`config.mk`:
```
export PLATFORM = sky130hd
export DESIGN_NAME = regbus_top
export DESIGN_NICKNAME = d
export VERILOG_FILES = /design/src/verilog/regbus_pkg.sv /design/src/verilog/reg_port_if.sv /design/src/verilog/apb_reg_bridge.sv /design/src/verilog/reg_port_split.sv /design/src/verilog/scratch_regs.sv /design/src/verilog/compare_timer.sv /design/src/verilog/regbus_top.sv
export VERILOG_INCLUDE_DIRS = /design/src /design/src/include
export SDC_FILE = /design/constraint.sdc
export NUM_CORES = 1
export LEC_CHECK = 0
export ABC_AREA = 0
export BUFFER_PORTS_ARGS = -buffer_cell sky130_fd_sc_hd__buf_2
export CELL_PAD_IN_SITES_DETAIL_PLACEMENT = 1
export CELL_PAD_IN_SITES_GLOBAL_PLACEMENT = 1
export CORE_MARGIN = 8
export CORE_UTILIZATION = 51
export CTS_CLUSTER_SIZE = 10
export DETAILED_ROUTE_END_ITERATION = 6
export PLACE_DENSITY = 0.89
export SLEW_MARGIN = 10
export SYNTH_ARGS = -nofsm -noshare
export SYNTH_HDL_FRONTEND = slang
export SYNTH_SLANG_ARGS = --single-unit
```
`constraint.sdc`:
```
create_clock -name CLK -period 2.9 [get_ports CLK]
set_clock_uncertainty 0.2 [all_clocks]
set_input_delay 0.58 -clock CLK [delete_from_list [all_inputs] [get_ports CLK]]
set_output_delay 0.58 -clock CLK [all_outputs]
set_load 0.005 [all_outputs]
```
`src/include/regbus_params.svh`:
```
// Register bus address width, scratch depth and timer window macros
`ifndef REGBUS_PARAMS_SVH
`define REGBUS_PARAMS_SVH

// --------------------
// Address map
// --------------------

// Byte address width of the register port
`define REGBUS_ADDR_BITS 12

// Scratch bank depth in 32-bit words, window starts at 0x000
`define REGBUS_SCRATCH_WORDS 8

// Timer window base, four words long
`define REGBUS_TIMER_BASE 12'h100

// Timer register byte offsets within the window
`define REGBUS_TIMER_CTRL    4'h0
`define REGBUS_TIMER_COMPARE 4'h4
`define REGBUS_TIMER_COUNT   4'h8
`define REGBUS_TIMER_STATUS  4'hC

`endif

```
`src/verilog/regbus_pkg.sv`:
```
// Register bus address, data and slave-select types
`include "regbus_params.svh"

package regbus_pkg;

	// --------------------
	// Register port types
	// --------------------

	// Byte address on the register port
	typedef logic [`REGBUS_ADDR_BITS-1:0] reg_addr_t;

	// One register word, always written whole
	typedef logic [31:0] reg_data_t;

	// Decoder result
	// sel_none means the address hits no window and ends with an error
	typedef enum logic [1:0] {
		sel_none,
		sel_scratch,
		sel_timer
	} reg_sel_e;

endpackage

```
`src/verilog/reg_port_if.sv`:
```
// Register port interface with master, slave and target modports
`timescale 1ns/1ps

interface reg_port_if (
	input logic CLK
);
	// Write and read strobes, one-cycle pulses, never together
	logic we;
	logic re;

	// Shared by both directions
	regbus_pkg::reg_addr_t addr;
	regbus_pkg::reg_data_t wdata;

	// Registered by the target on the re edge, valid one cycle later
	regbus_pkg::reg_data_t rdata;

	// Combinational from addr, set when no window matches
	logic err;

	// Bus-facing side, also used by the splitter toward each target
	modport master (input CLK, output we, re, addr, wdata, input rdata, err);

	// Splitter upstream side
	modport slave (input CLK, input we, re, addr, wdata, output rdata, err);

	// Register slave view, no error path
	modport target (input CLK, input we, re, addr, wdata, output rdata);

endinterface

```
`src/verilog/apb_reg_bridge.sv`:
```
// APB completer that issues register port strobes and returns the response
`timescale 1ns/1ps

module apb_reg_bridge (
	input  logic                  CLK,
	input  logic                  reset,
	input  logic                  PSEL,
	input  logic                  PENABLE,
	input  logic                  PWRITE,
	input  regbus_pkg::reg_addr_t PADDR,
	input  regbus_pkg::reg_data_t PWDATA,
	output regbus_pkg::reg_data_t PRDATA,
	output logic                  PREADY,
	output logic                  PSLVERR,
	reg_port_if.master            bus
);
	// Idle waits for a setup phase, access covers both access cycles
	typedef enum logic {
		ph_idle,
		ph_access
	} phase_e;

	phase_e                phase_q;
	logic                  we_q;
	logic                  re_q;
	logic                  ready_q;
	logic                  setup;
	regbus_pkg::reg_addr_t addr_q;
	regbus_pkg::reg_data_t wdata_q;

	// Setup phase only counts while no transfer is in flight
	assign setup = PSEL & ~PENABLE & (phase_q == ph_idle);

	// --------------------
	// Phase and strobes
	// --------------------
	always_ff @(posedge CLK) begin
		if (reset) begin
			phase_q <= ph_idle;
			we_q    <= 1'b0;
			re_q    <= 1'b0;
			ready_q <= 1'b0;
		end else begin
			// Strobe is high for access cycle 1 only
			we_q <= setup & PWRITE;
			re_q <= setup & ~PWRITE;
			case (phase_q)
				ph_idle: begin
					if (setup)
						phase_q <= ph_access;
				end
				ph_access: begin
					// Low in access 1, high in access 2, then back to idle
					ready_q <= ~ready_q;
					if (ready_q)
						phase_q <= ph_idle;
				end
				default: phase_q <= ph_idle;
			endcase
		end
	end

	// Address and write data held until the next setup phase
	always_ff @(posedge CLK) begin
		if (setup) begin
			addr_q  <= PADDR;
			wdata_q <= PWDATA;
		end
	end

	assign bus.we    = we_q;
	assign bus.re    = re_q;
	assign bus.addr  = addr_q;
	assign bus.wdata = wdata_q;

	// Response only shown in access cycle 2
	assign PREADY  = ready_q;
	assign PSLVERR = ready_q & bus.err;
	assign PRDATA  = ready_q ? bus.rdata : '0;

	// --------------------
	// Checks
	// --------------------
	strobe_exclusive: assert property (@(posedge CLK) disable iff (reset)
		!(bus.we && bus.re))
		else $error("we and re high together");

endmodule

```
`src/verilog/reg_port_split.sv`:
```
// Register port decoder for the scratch and timer windows
`timescale 1ns/1ps
`include "regbus_params.svh"

module reg_port_split (
	reg_port_if.slave  up,
	reg_port_if.master scratch_port,
	reg_port_if.master timer_port
);
	localparam regbus_pkg::reg_addr_t scratch_limit =
		regbus_pkg::reg_addr_t'(`REGBUS_SCRATCH_WORDS * 4);
	localparam regbus_pkg::reg_addr_t timer_base = `REGBUS_TIMER_BASE;

	regbus_pkg::reg_sel_e sel;
	regbus_pkg::reg_sel_e sel_q;

	// Window decode, timer window is 16 bytes
	always_comb begin
		if (up.addr < scratch_limit)
			sel = regbus_pkg::sel_scratch;
		else if (up.addr[`REGBUS_ADDR_BITS-1:4] == timer_base[`REGBUS_ADDR_BITS-1:4])
			sel = regbus_pkg::sel_timer;
		else
			sel = regbus_pkg::sel_none;
	end

	// Unmapped strobes reach no target, so nothing changes
	assign up.err = (sel == regbus_pkg::sel_none);

	// --------------------
	// Qualified strobes
	// --------------------
	assign scratch_port.we    = up.we & (sel == regbus_pkg::sel_scratch);
	assign scratch_port.re    = up.re & (sel == regbus_pkg::sel_scratch);
	assign scratch_port.addr  = up.addr;
	assign scratch_port.wdata = up.wdata;

	assign timer_port.we    = up.we & (sel == regbus_pkg::sel_timer);
	assign timer_port.re    = up.re & (sel == regbus_pkg::sel_timer);
	assign timer_port.addr  = up.addr;
	assign timer_port.wdata = up.wdata;

	// Selection follows rdata by one cycle
	always_ff @(posedge up.CLK) begin
		sel_q <= sel;
	end

	always_comb begin
		case (sel_q)
			regbus_pkg::sel_scratch: up.rdata = scratch_port.rdata;
			regbus_pkg::sel_timer:   up.rdata = timer_port.rdata;
			default:                 up.rdata = '0;
		endcase
	end

	one_target: assert property (@(posedge up.CLK)
		$onehot0({scratch_port.we | scratch_port.re, timer_port.we | timer_port.re}))
		else $error("two targets strobed");

endmodule

```
`src/verilog/scratch_regs.sv`:
```
// Scratch bank of read/write register words
`timescale 1ns/1ps
`include "regbus_params.svh"

module scratch_regs (
	input logic        CLK,
	input logic        reset,
	reg_port_if.target bus
);
	localparam int word_bits = $clog2(`REGBUS_SCRATCH_WORDS);

	regbus_pkg::reg_data_t mem [`REGBUS_SCRATCH_WORDS];
	logic [word_bits-1:0]  word_idx;

	// Byte address to word index, low two bits ignored
	assign word_idx = bus.addr[word_bits+1:2];

	// --------------------
	// Storage
	// --------------------

	// Cleared on reset, one word written per we pulse
	always_ff @(posedge CLK) begin
		if (reset) begin
			for (int i = 0; i < `REGBUS_SCRATCH_WORDS; i++)
				mem[i] <= '0;
		end else if (bus.we) begin
			mem[word_idx] <= bus.wdata;
		end
	end

	// --------------------
	// Read port
	// --------------------

	// Registered on the re edge
	always_ff @(posedge CLK) begin
		if (reset)
			bus.rdata <= '0;
		else if (bus.re)
			bus.rdata <= mem[word_idx];
	end

endmodule

```
`src/verilog/compare_timer.sv`:
```
// Compare timer with control, compare, count, status registers and interrupt
`timescale 1ns/1ps
`include "regbus_params.svh"

module compare_timer (
	input  logic       CLK,
	input  logic       reset,
	reg_port_if.target bus,
	output logic       irq
);
	// CTRL bit 0 enable, bit 1 interrupt enable
	logic [1:0]            ctrl_q;
	regbus_pkg::reg_data_t compare_q;
	regbus_pkg::reg_data_t count_q;
	logic                  match_q;
	logic                  hit;
	logic                  status_clear;
	logic [3:0]            offs;

	assign offs = bus.addr[3:0];

	// Count meets compare while running
	assign hit = ctrl_q[0] & (count_q == compare_q);

	// Write one to clear
	assign status_clear = bus.we & (offs == `REGBUS_TIMER_STATUS) & bus.wdata[0];

	// --------------------
	// Registers
	// --------------------
	always_ff @(posedge CLK) begin
		if (reset) begin
			ctrl_q    <= '0;
			compare_q <= '0;
			count_q   <= '0;
			match_q   <= 1'b0;
			irq       <= 1'b0;
		end else begin
			if (bus.we && offs == `REGBUS_TIMER_CTRL)
				ctrl_q <= bus.wdata[1:0];
			if (bus.we && offs == `REGBUS_TIMER_COMPARE)
				compare_q <= bus.wdata;
			// COUNT is read-only, writes are dropped
			if (ctrl_q[0])
				count_q <= count_q + 32'd1;
			// A new hit wins over a clear in the same cycle
			match_q <= hit | (match_q & ~status_clear);
			irq     <= match_q & ctrl_q[1];
		end
	end

	// --------------------
	// Read port
	// --------------------
	always_ff @(posedge CLK) begin
		if (reset) begin
			bus.rdata <= '0;
		end else if (bus.re) begin
			case (offs)
				`REGBUS_TIMER_CTRL:    bus.rdata <= {30'd0, ctrl_q};
				`REGBUS_TIMER_COMPARE: bus.rdata <= compare_q;
				`REGBUS_TIMER_COUNT:   bus.rdata <= count_q;
				`REGBUS_TIMER_STATUS:  bus.rdata <= {31'd0, match_q};
				default:               bus.rdata <= '0;
			endcase
		end
	end

	// irq follows interrupt enable with one cycle of lag
	irq_needs_ie: assert property (@(posedge CLK) disable iff (reset)
		!ctrl_q[1] |=> !irq)
		else $error("irq high with interrupt enable clear");

endmodule

```
`src/verilog/regbus_top.sv`:
```
// Register subsystem top with APB completer port and timer interrupt
`timescale 1ns/1ps

module regbus_top (
	input  logic                  CLK,
	input  logic                  reset,
	input  logic                  PSEL,
	input  logic                  PENABLE,
	input  logic                  PWRITE,
	input  regbus_pkg::reg_addr_t PADDR,
	input  regbus_pkg::reg_data_t PWDATA,
	output regbus_pkg::reg_data_t PRDATA,
	output logic                  PREADY,
	output logic                  PSLVERR,
	output logic                  irq
);
	// --------------------
	// Register ports
	// --------------------

	// Bridge to splitter
	reg_port_if host_bus (.CLK(CLK));
	// Splitter to each register slave
	reg_port_if scratch_bus (.CLK(CLK));
	reg_port_if timer_bus (.CLK(CLK));

	apb_reg_bridge bridge0 (
		.CLK     (CLK),
		.reset   (reset),
		.PSEL    (PSEL),
		.PENABLE (PENABLE),
		.PWRITE  (PWRITE),
		.PADDR   (PADDR),
		.PWDATA  (PWDATA),
		.PRDATA  (PRDATA),
		.PREADY  (PREADY),
		.PSLVERR (PSLVERR),
		.bus     (host_bus)
	);

	reg_port_split split0 (
		.up           (host_bus),
		.scratch_port (scratch_bus),
		.timer_port   (timer_bus)
	);

	// Register slaves
	scratch_regs scratch0 (
		.CLK   (CLK),
		.reset (reset),
		.bus   (scratch_bus)
	);

	compare_timer timer0 (
		.CLK   (CLK),
		.reset (reset),
		.bus   (timer_bus),
		.irq   (irq)
	);

endmodule

```
==> results.json, run 1 <==
{
  "drtIter0Drc": 1502,
  "synth_seq_cells": 438,
  "finish.utilization": 0.5964,
  "cts_buffer_depth": 3,
  "numCtsBuffers": 50,
  "worstMarginPinSlew_ns": 0.7618,
  "dp_slack_ns": 0.2354,
  "dieHeight_um": 207.9,
  "setup_violations": 0,
  "timing.rr.start": "bridge0.bus.addr[8]",
  "vias_per_cell": 6.316,
  "syn_avg_cell_area_um2": 12.92,
  "yosysWarnings": 0,
  "die_w_um": 207.9,
  "io_pins": 84,
  "mostFrequentLayoutCells": "edfxtp_1 (300), and2_1 (259), dfxtp_1 (138), nor2_1 (130), buf_2 (82)",
  "cts_sinks": 438,
  "grt_pass1_vias": 13920,
  "path_max_fanout": 12,
  "peakVddDrop_mv": 0.7695,
  "min_period_ns": 2.870,
  "layout-drive-gt1-share": 0.1725,
  "final_max_slew_viol_count": 0,
  "start_util": 0.5157,
  "placed_cells": 1945,
  "drc": 0,
  "cts.htree.levels": 2,
  "cpPeakStageDelay_ns": 0.38,
  "timing.final.ws_setup_ns": 0.03036,
  "ys_seq_area_frac": 0.6265,
  "wl_per_cell_um": 28.54,
  "portBuffers": 83,
  "antenna-diode-count": 0,
  "end_kind": "output port",
  "cp.arrival_ns": 2.09,
  "hold_violations": 0,
  "cp_slowest_cell": "a22oi_1",
  "hp-class": "in -> reg",
  "tns_ns": 0,
  "synthToLayoutAreaGrowth_pct": 15.65,
  "cp.required_ns": 2.12,
  "max_freq_mhz": 348.5,
  "crit_type": "reg -> out",
  "rsz0062_at_grt": "no",
  "fin_cells": 2062,
  "dieArea_mm2": 0.04324,
  "cts_tree": "yes",
  "final_nets": 1626,
  "grt_usage": 0.2691,
  "maxCapViolCount": 0,
  "vias": 13020,
  "fp.coreArea_mm2": 0.03643,
  "cts_setup_buffers": 0,
  "cts-root-buf": "clkbuf_16",
  "p_leak_nw": 7.778,
  "p_per_area_mw_per_mm2": 609.9,
  "clkLatencyLatePin_ns": 0.58,
  "rows": 70,
  "relSlewSlack": 0.4893,
  "holdCritStartpoint": "PSEL",
  "grt_max_degree": 108,
  "grt_antenna_before_repair": 0,
  "cp-startpoint": "split0.sel_q[0]",
  "critPathLaunchType": "flop",
  "clk_pin_slew_worst_paths_ns": 0.06,
  "status": "completed",
  "final_common_cell": "edfxtp_1",
  "dr.pass1.iters": 5,
  "synth_cell_type_count": 39,
  "cp_cell_sequence": "inv_1 -> ha_1 -> buf_4 -> a22oi_1 -> nor2_1 -> buf_2",
  "gp_congestion": 0.9035,
  "grt_pass1_wl_um": 89380,
  "routed_wirelength_um": 58850,
  "netlist_instances": 1454,
  "ant_nets": 0,
  "grt_overflow": 0,
  "fin_crit_sh": 0.9895,
  "n_fill_cell": 3516,
  "syn_nets": 1506,
  "synth_area_mm2": 0.01879,
  "dp_hpwl_um": 35110
}
## cell families after synthesis
logic type,count (synthesis),share of synthesized area
AO/OA/AOI/OAI,139,0.05194
multiplexers,101,0.09710
AND/OR/NAND/NOR,592,0.1675
flip-flops,438,0.6265
XOR/XNOR,60,0.02797
adder cells (fa/ha/maj),3,0.001998
buffers and inverters,121,0.02697
## synthesized netlist by cell type
| master | n | area, µm² |
|---|---|---|
| edfxtp_1 | 300 | 9009 |
| and2_1 | 260 | 1627 |
| dfxtp_1 | 138 | 2763 |
| nor2_1 | 136 | 510.5 |
| nand2_1 | 78 | 292.8 |
| clkbuf_1 | 74 | 277.8 |
| mux4_2 | 65 | 1464 |
| nor3_1 | 48 | 240.2 |
| xnor2_1 | 42 | 367.9 |
| a21oi_1 | 38 | 190.2 |
| mux2i_1 | 36 | 360.4 |
| a211oi_1 | 32 | 240.2 |
| a22oi_1 | 32 | 240.2 |
| a221oi_1 | 30 | 262.8 |
| buf_2 | 24 | 120.1 |
| xor2_1 | 18 | 157.7 |
| nand4_1 | 14 | 87.58 |
| inv_1 | 13 | 48.80 |
| nand3_1 | 11 | 55.05 |
| nor4_1 | 9 | 56.30 |
| or2_2 | 8 | 50.05 |
| buf_1 | 7 | 26.28 |
| and3_1 | 5 | 31.28 |
| and4_1 | 5 | 43.79 |
| nand2b_1 | 5 | 31.28 |
| o21ai_0 | 5 | 25.02 |
| buf_6 | 3 | 33.78 |
| ha_1 | 3 | 37.54 |
| nor3b_1 | 3 | 22.52 |
| nor2b_1 | 2 | 12.51 |
| or3_1 | 2 | 12.51 |
| a2111o_1 | 1 | 11.26 |
| and3b_1 | 1 | 8.760 |
| nand4b_1 | 1 | 8.760 |
| nor4_2 | 1 | 12.51 |
| nor4_4 | 1 | 21.27 |
| nor4b_2 | 1 | 15.01 |
| o22ai_1 | 1 | 6.260 |
| or4_1 | 1 | 7.510 |
## path summary, 6_finish.rpt
kind	to	slack (ns)	depth (start not counted)
worst max-delay path	PRDATA[30]	0.03	6
worst min-delay path	bridge0.bus.re	0.15	3
worst max register to register	scratch0.mem[3][13]	0.21	5
worst min register to register	timer0.bus.rdata[0]	0.28	2
## registers in the layout, summed over array words and instances, names as in the netlist
| signal | flops |
|---|---|
| timer0.ctrl_q | 2 |
| split0.sel_q | 2 |
| bridge0.bus.addr | 12 |
| bridge0.bus.we | 1 |
| bridge0.bus.re | 1 |
| bridge0.bus.wdata | 32 |
| scratch0.mem | 256 |
| timer0.count_q | 32 |
| timer0.match_q | 1 |
| timer0.bus.rdata | 32 |
| scratch0.bus.rdata | 32 |
| bridge0.phase_q | 1 |
| bridge0.PREADY | 1 |
| timer0.irq | 1 |
| timer0.compare_q | 32 |
## timing repair
action | in CTS | in global routing
hold endpoints to repair | 45 | 0
resized for setup | 1 | 2
hold buffers | 45 | 0
setup endpoints to repair | 21 | 10
## metal layers
layer / track usage / vias to the layer above / share of wire
met1: 0.3410 / 6731 / 0.40
met2: 0.4517 / 656 / 0.49
met3: 0.04810 / 159 / 0.070
met5: 0 / - / 0
li1: - / 5478 / -
met4: 0.1143 / 0 / 0.042
## critical path: cells and delay by family (launching register included)
family	cells	cell delay (ns)
buffers and inverters	3	0.43
AO/OA/AOI/OAI	1	0.38
flip-flops	1	0.35
adder cells (fa/ha/maj)	1	0.22
AND/OR/NAND/NOR	1	0.15
## power by group
part | switching (mW) | leakage [nW] | internal [mW]
registers | 0.138 | 4.15 | 6.83
clock network | 2.49 | 0.675 | 3.25
logic | 0.316 | 2.95 | 0.236
total | 2.94 | 7.78 | 10.3
## layout make-up
class / count / area, µm² / share of cell area
Sequential cell: 438 / 11770 / 0.5417
Multi-Input combinational cell: 895 / 6563 / 0.3020
Clock buffer: 71 / 1381 / 0.06357
Timing Repair Buffer: 176 / 1370 / 0.06305
Tap cell: 468 / 585.6 / 0.02695
Inverter: 13 / 48.80 / 0.002246
Clock inverter: 1 / 8.758 / 0.0004031
## per-stage QoR
stage | area [µm²] | power [mW] | hold slack [ns]
final | 21730 | 13.25 | 0.1507
after global routing | 21730 | 13.54 | 0.1638
after floorplan | 18790 | 7.290 | 0.2323
after global placement | 19880 | 7.514 | 0.2429
after detailed placement | 19880 | 7.562 | 0.2706
after CTS | 21720 | 13.22 | 0.1304
Note: power is estimated with default switching activity, not from simulation.
==> run 2: changes to the inputs <==
- PLACE_DENSITY: 0.89 -> 0.84
==> run 2 against run 1 <==
Routed wire length decreased by 7.0%. Hold slack improved by 0.0025 ns. Worst setup slack improved by 0.078 ns. Clock power decreased by 1%. Critical endpoint is now PSLVERR.
==> results.json, run 2 (synthesis results as in run 1) <==
{
  "grt_pass1_vias": 13380,
  "fp.coreArea_mm2": 0.03643,
  "rows": 70,
  "tns_ns": 0,
  "start_util": 0.5157,
  "placed_cells": 1952,
  "largest_reg_flops": 256,
  "end_kind": "output port",
  "dieArea_mm2": 0.04324,
  "gp_congestion": 0.9166,
  "maxCapViolCount": 0,
  "io_pins": 84,
  "portBuffers": 83,
  "rrSetupSlack_ns": 0.26,
  "crit_type": "reg -> out",
  "critPathLaunchType": "flop",
  "die_w_um": 207.9,
  "cp.arrival_ns": 2.01,
  "hold_violations": 0,
  "layout-drive-gt1-share": 0.1781,
  "final_common_cell": "edfxtp_1",
  "place_area_mm2": 0.01994,
  "final_area_mm2": 0.02182,
  "status": "completed",
  "peakVddDrop_mv": 0.3953,
  "grt_max_degree": 101,
  "worstMarginPinSlew_ns": 1.117,
  "regMostFlops": "scratch0.mem",
  "cp.required_ns": 2.12,
  "timing.final.ws_setup_ns": 0.1086,
  "grt_overflow": 0,
  "wl_per_cell_um": 26.44,
  "numCtsBuffers": 50,
  "cts-root-buf": "clkbuf_16",
  "cts_tree": "yes",
  "drtIter0Drc": 1382,
  "dp_slack_ns": 0.1734,
  "setup_violations": 0,
  "cts.htree.levels": 2,
  "vias": 12690,
  "max_freq_mhz": 358.3,
  "ant_nets": 0,
  "dp_hpwl_um": 35030,
  "grt_pass1_wl_um": 84200,
  "grt_usage": 0.2522,
  "cts_sinks": 438,
  "relSlewSlack": 0.2551,
  "p_per_area_mw_per_mm2": 604.1,
  "dieHeight_um": 207.9,
  "p_leak_nw": 7.824,
  "fin_crit_sh": 0.9625,
  "fin_cells": 2070,
  "grt_antenna_before_repair": 0,
  "path_max_fanout": 5,
  "vias_per_cell": 6.129,
  "final_nets": 1634,
  "clkLatencyLatePin_ns": 0.58,
  "drc": 0,
  "hp-class": "in -> reg",
  "routed_wirelength_um": 54730,
  "min_period_ns": 2.791,
  "cts_buffer_depth": 3,
  "rsz0062_at_grt": "no",
  "dr.pass1.iters": 5,
  "mostFrequentLayoutCells": "edfxtp_1 (300), and2_1 (259), dfxtp_1 (138), nor2_1 (130), buf_2 (82)",
  "clk_pin_slew_worst_paths_ns": 0.06,
  "final_max_slew_viol_count": 0,
  "synthToLayoutAreaGrowth_pct": 16.14
}
run 2: area by class of cell:
| cell class | count | area, µm² |
|---|---|---|
| diodes | 2 | 5.005 |
| fillers | 3541 | 14610 |
| inverters | 13 | 48.80 |
| clock buffers | 68 | 1393 |
| multi-input cells | 895 | 6565 |
| well taps | 468 | 585.6 |
| clock inverters | 2 | 10.01 |
| repair buffers | 184 | 1443 |
| flip-flops and latches | 438 | 11770 |
run 2: timing repair:
action / 4_1_cts / 5_1_grt
setup endpoints to repair: 22 / 23
gates resized for setup: 3 / 1
pin swaps: 0 / 1
buffers inserted: 0 / 1
hold endpoints to repair: 45 / 0
hold buffers: 45 / 0
run 2: per-stage QoR:
step	hold WS, ns	power, mW	utilization
floorplan	0.2323	7.290	-
global placement	0.2402	7.526	0.5473
detailed placement	0.2589	7.565	0.5473
CTS	0.1330	13.24	0.5984
global route	0.1700	13.48	0.5988
finish	0.1533	13.18	0.5989
run 2: worst paths after layout:
check	start	end	cells past startpoint
worst min-delay path	PSEL	bridge0.bus.re	3
worst min register to register	timer0.bus.rdata[0]	timer0.bus.rdata[0]	2
worst max register to register	bridge0.bus.addr[7]	scratch0.mem[5][30]	6
worst max-delay path	bridge0.bus.addr[6]	PSLVERR	4
run 2: power breakdown:
part,switching (mW),internal (mW),total (mW)
Clock,2.40,3.28,5.68
Sequential,0.120,6.83,6.95
Combinational,0.312,0.242,0.554
run 2: metal layers:
layer / part of all wire / track usage / vias up
met5: 0 / 0 / -
met4: 0.029 / 0.07881 / 0
met3: 0.064 / 0.04103 / 98
met2: 0.48 / 0.4136 / 508
met1: 0.43 / 0.3422 / 6584
li1: - / - / 5498
run 2: critical path, cell delays in order, from the launching register on:
cell and delay (ns):
edfxtp_1 0.37, nor2_1 0.45, and3_1 0.38, nor3b_1 0.10, buf_2 0.14
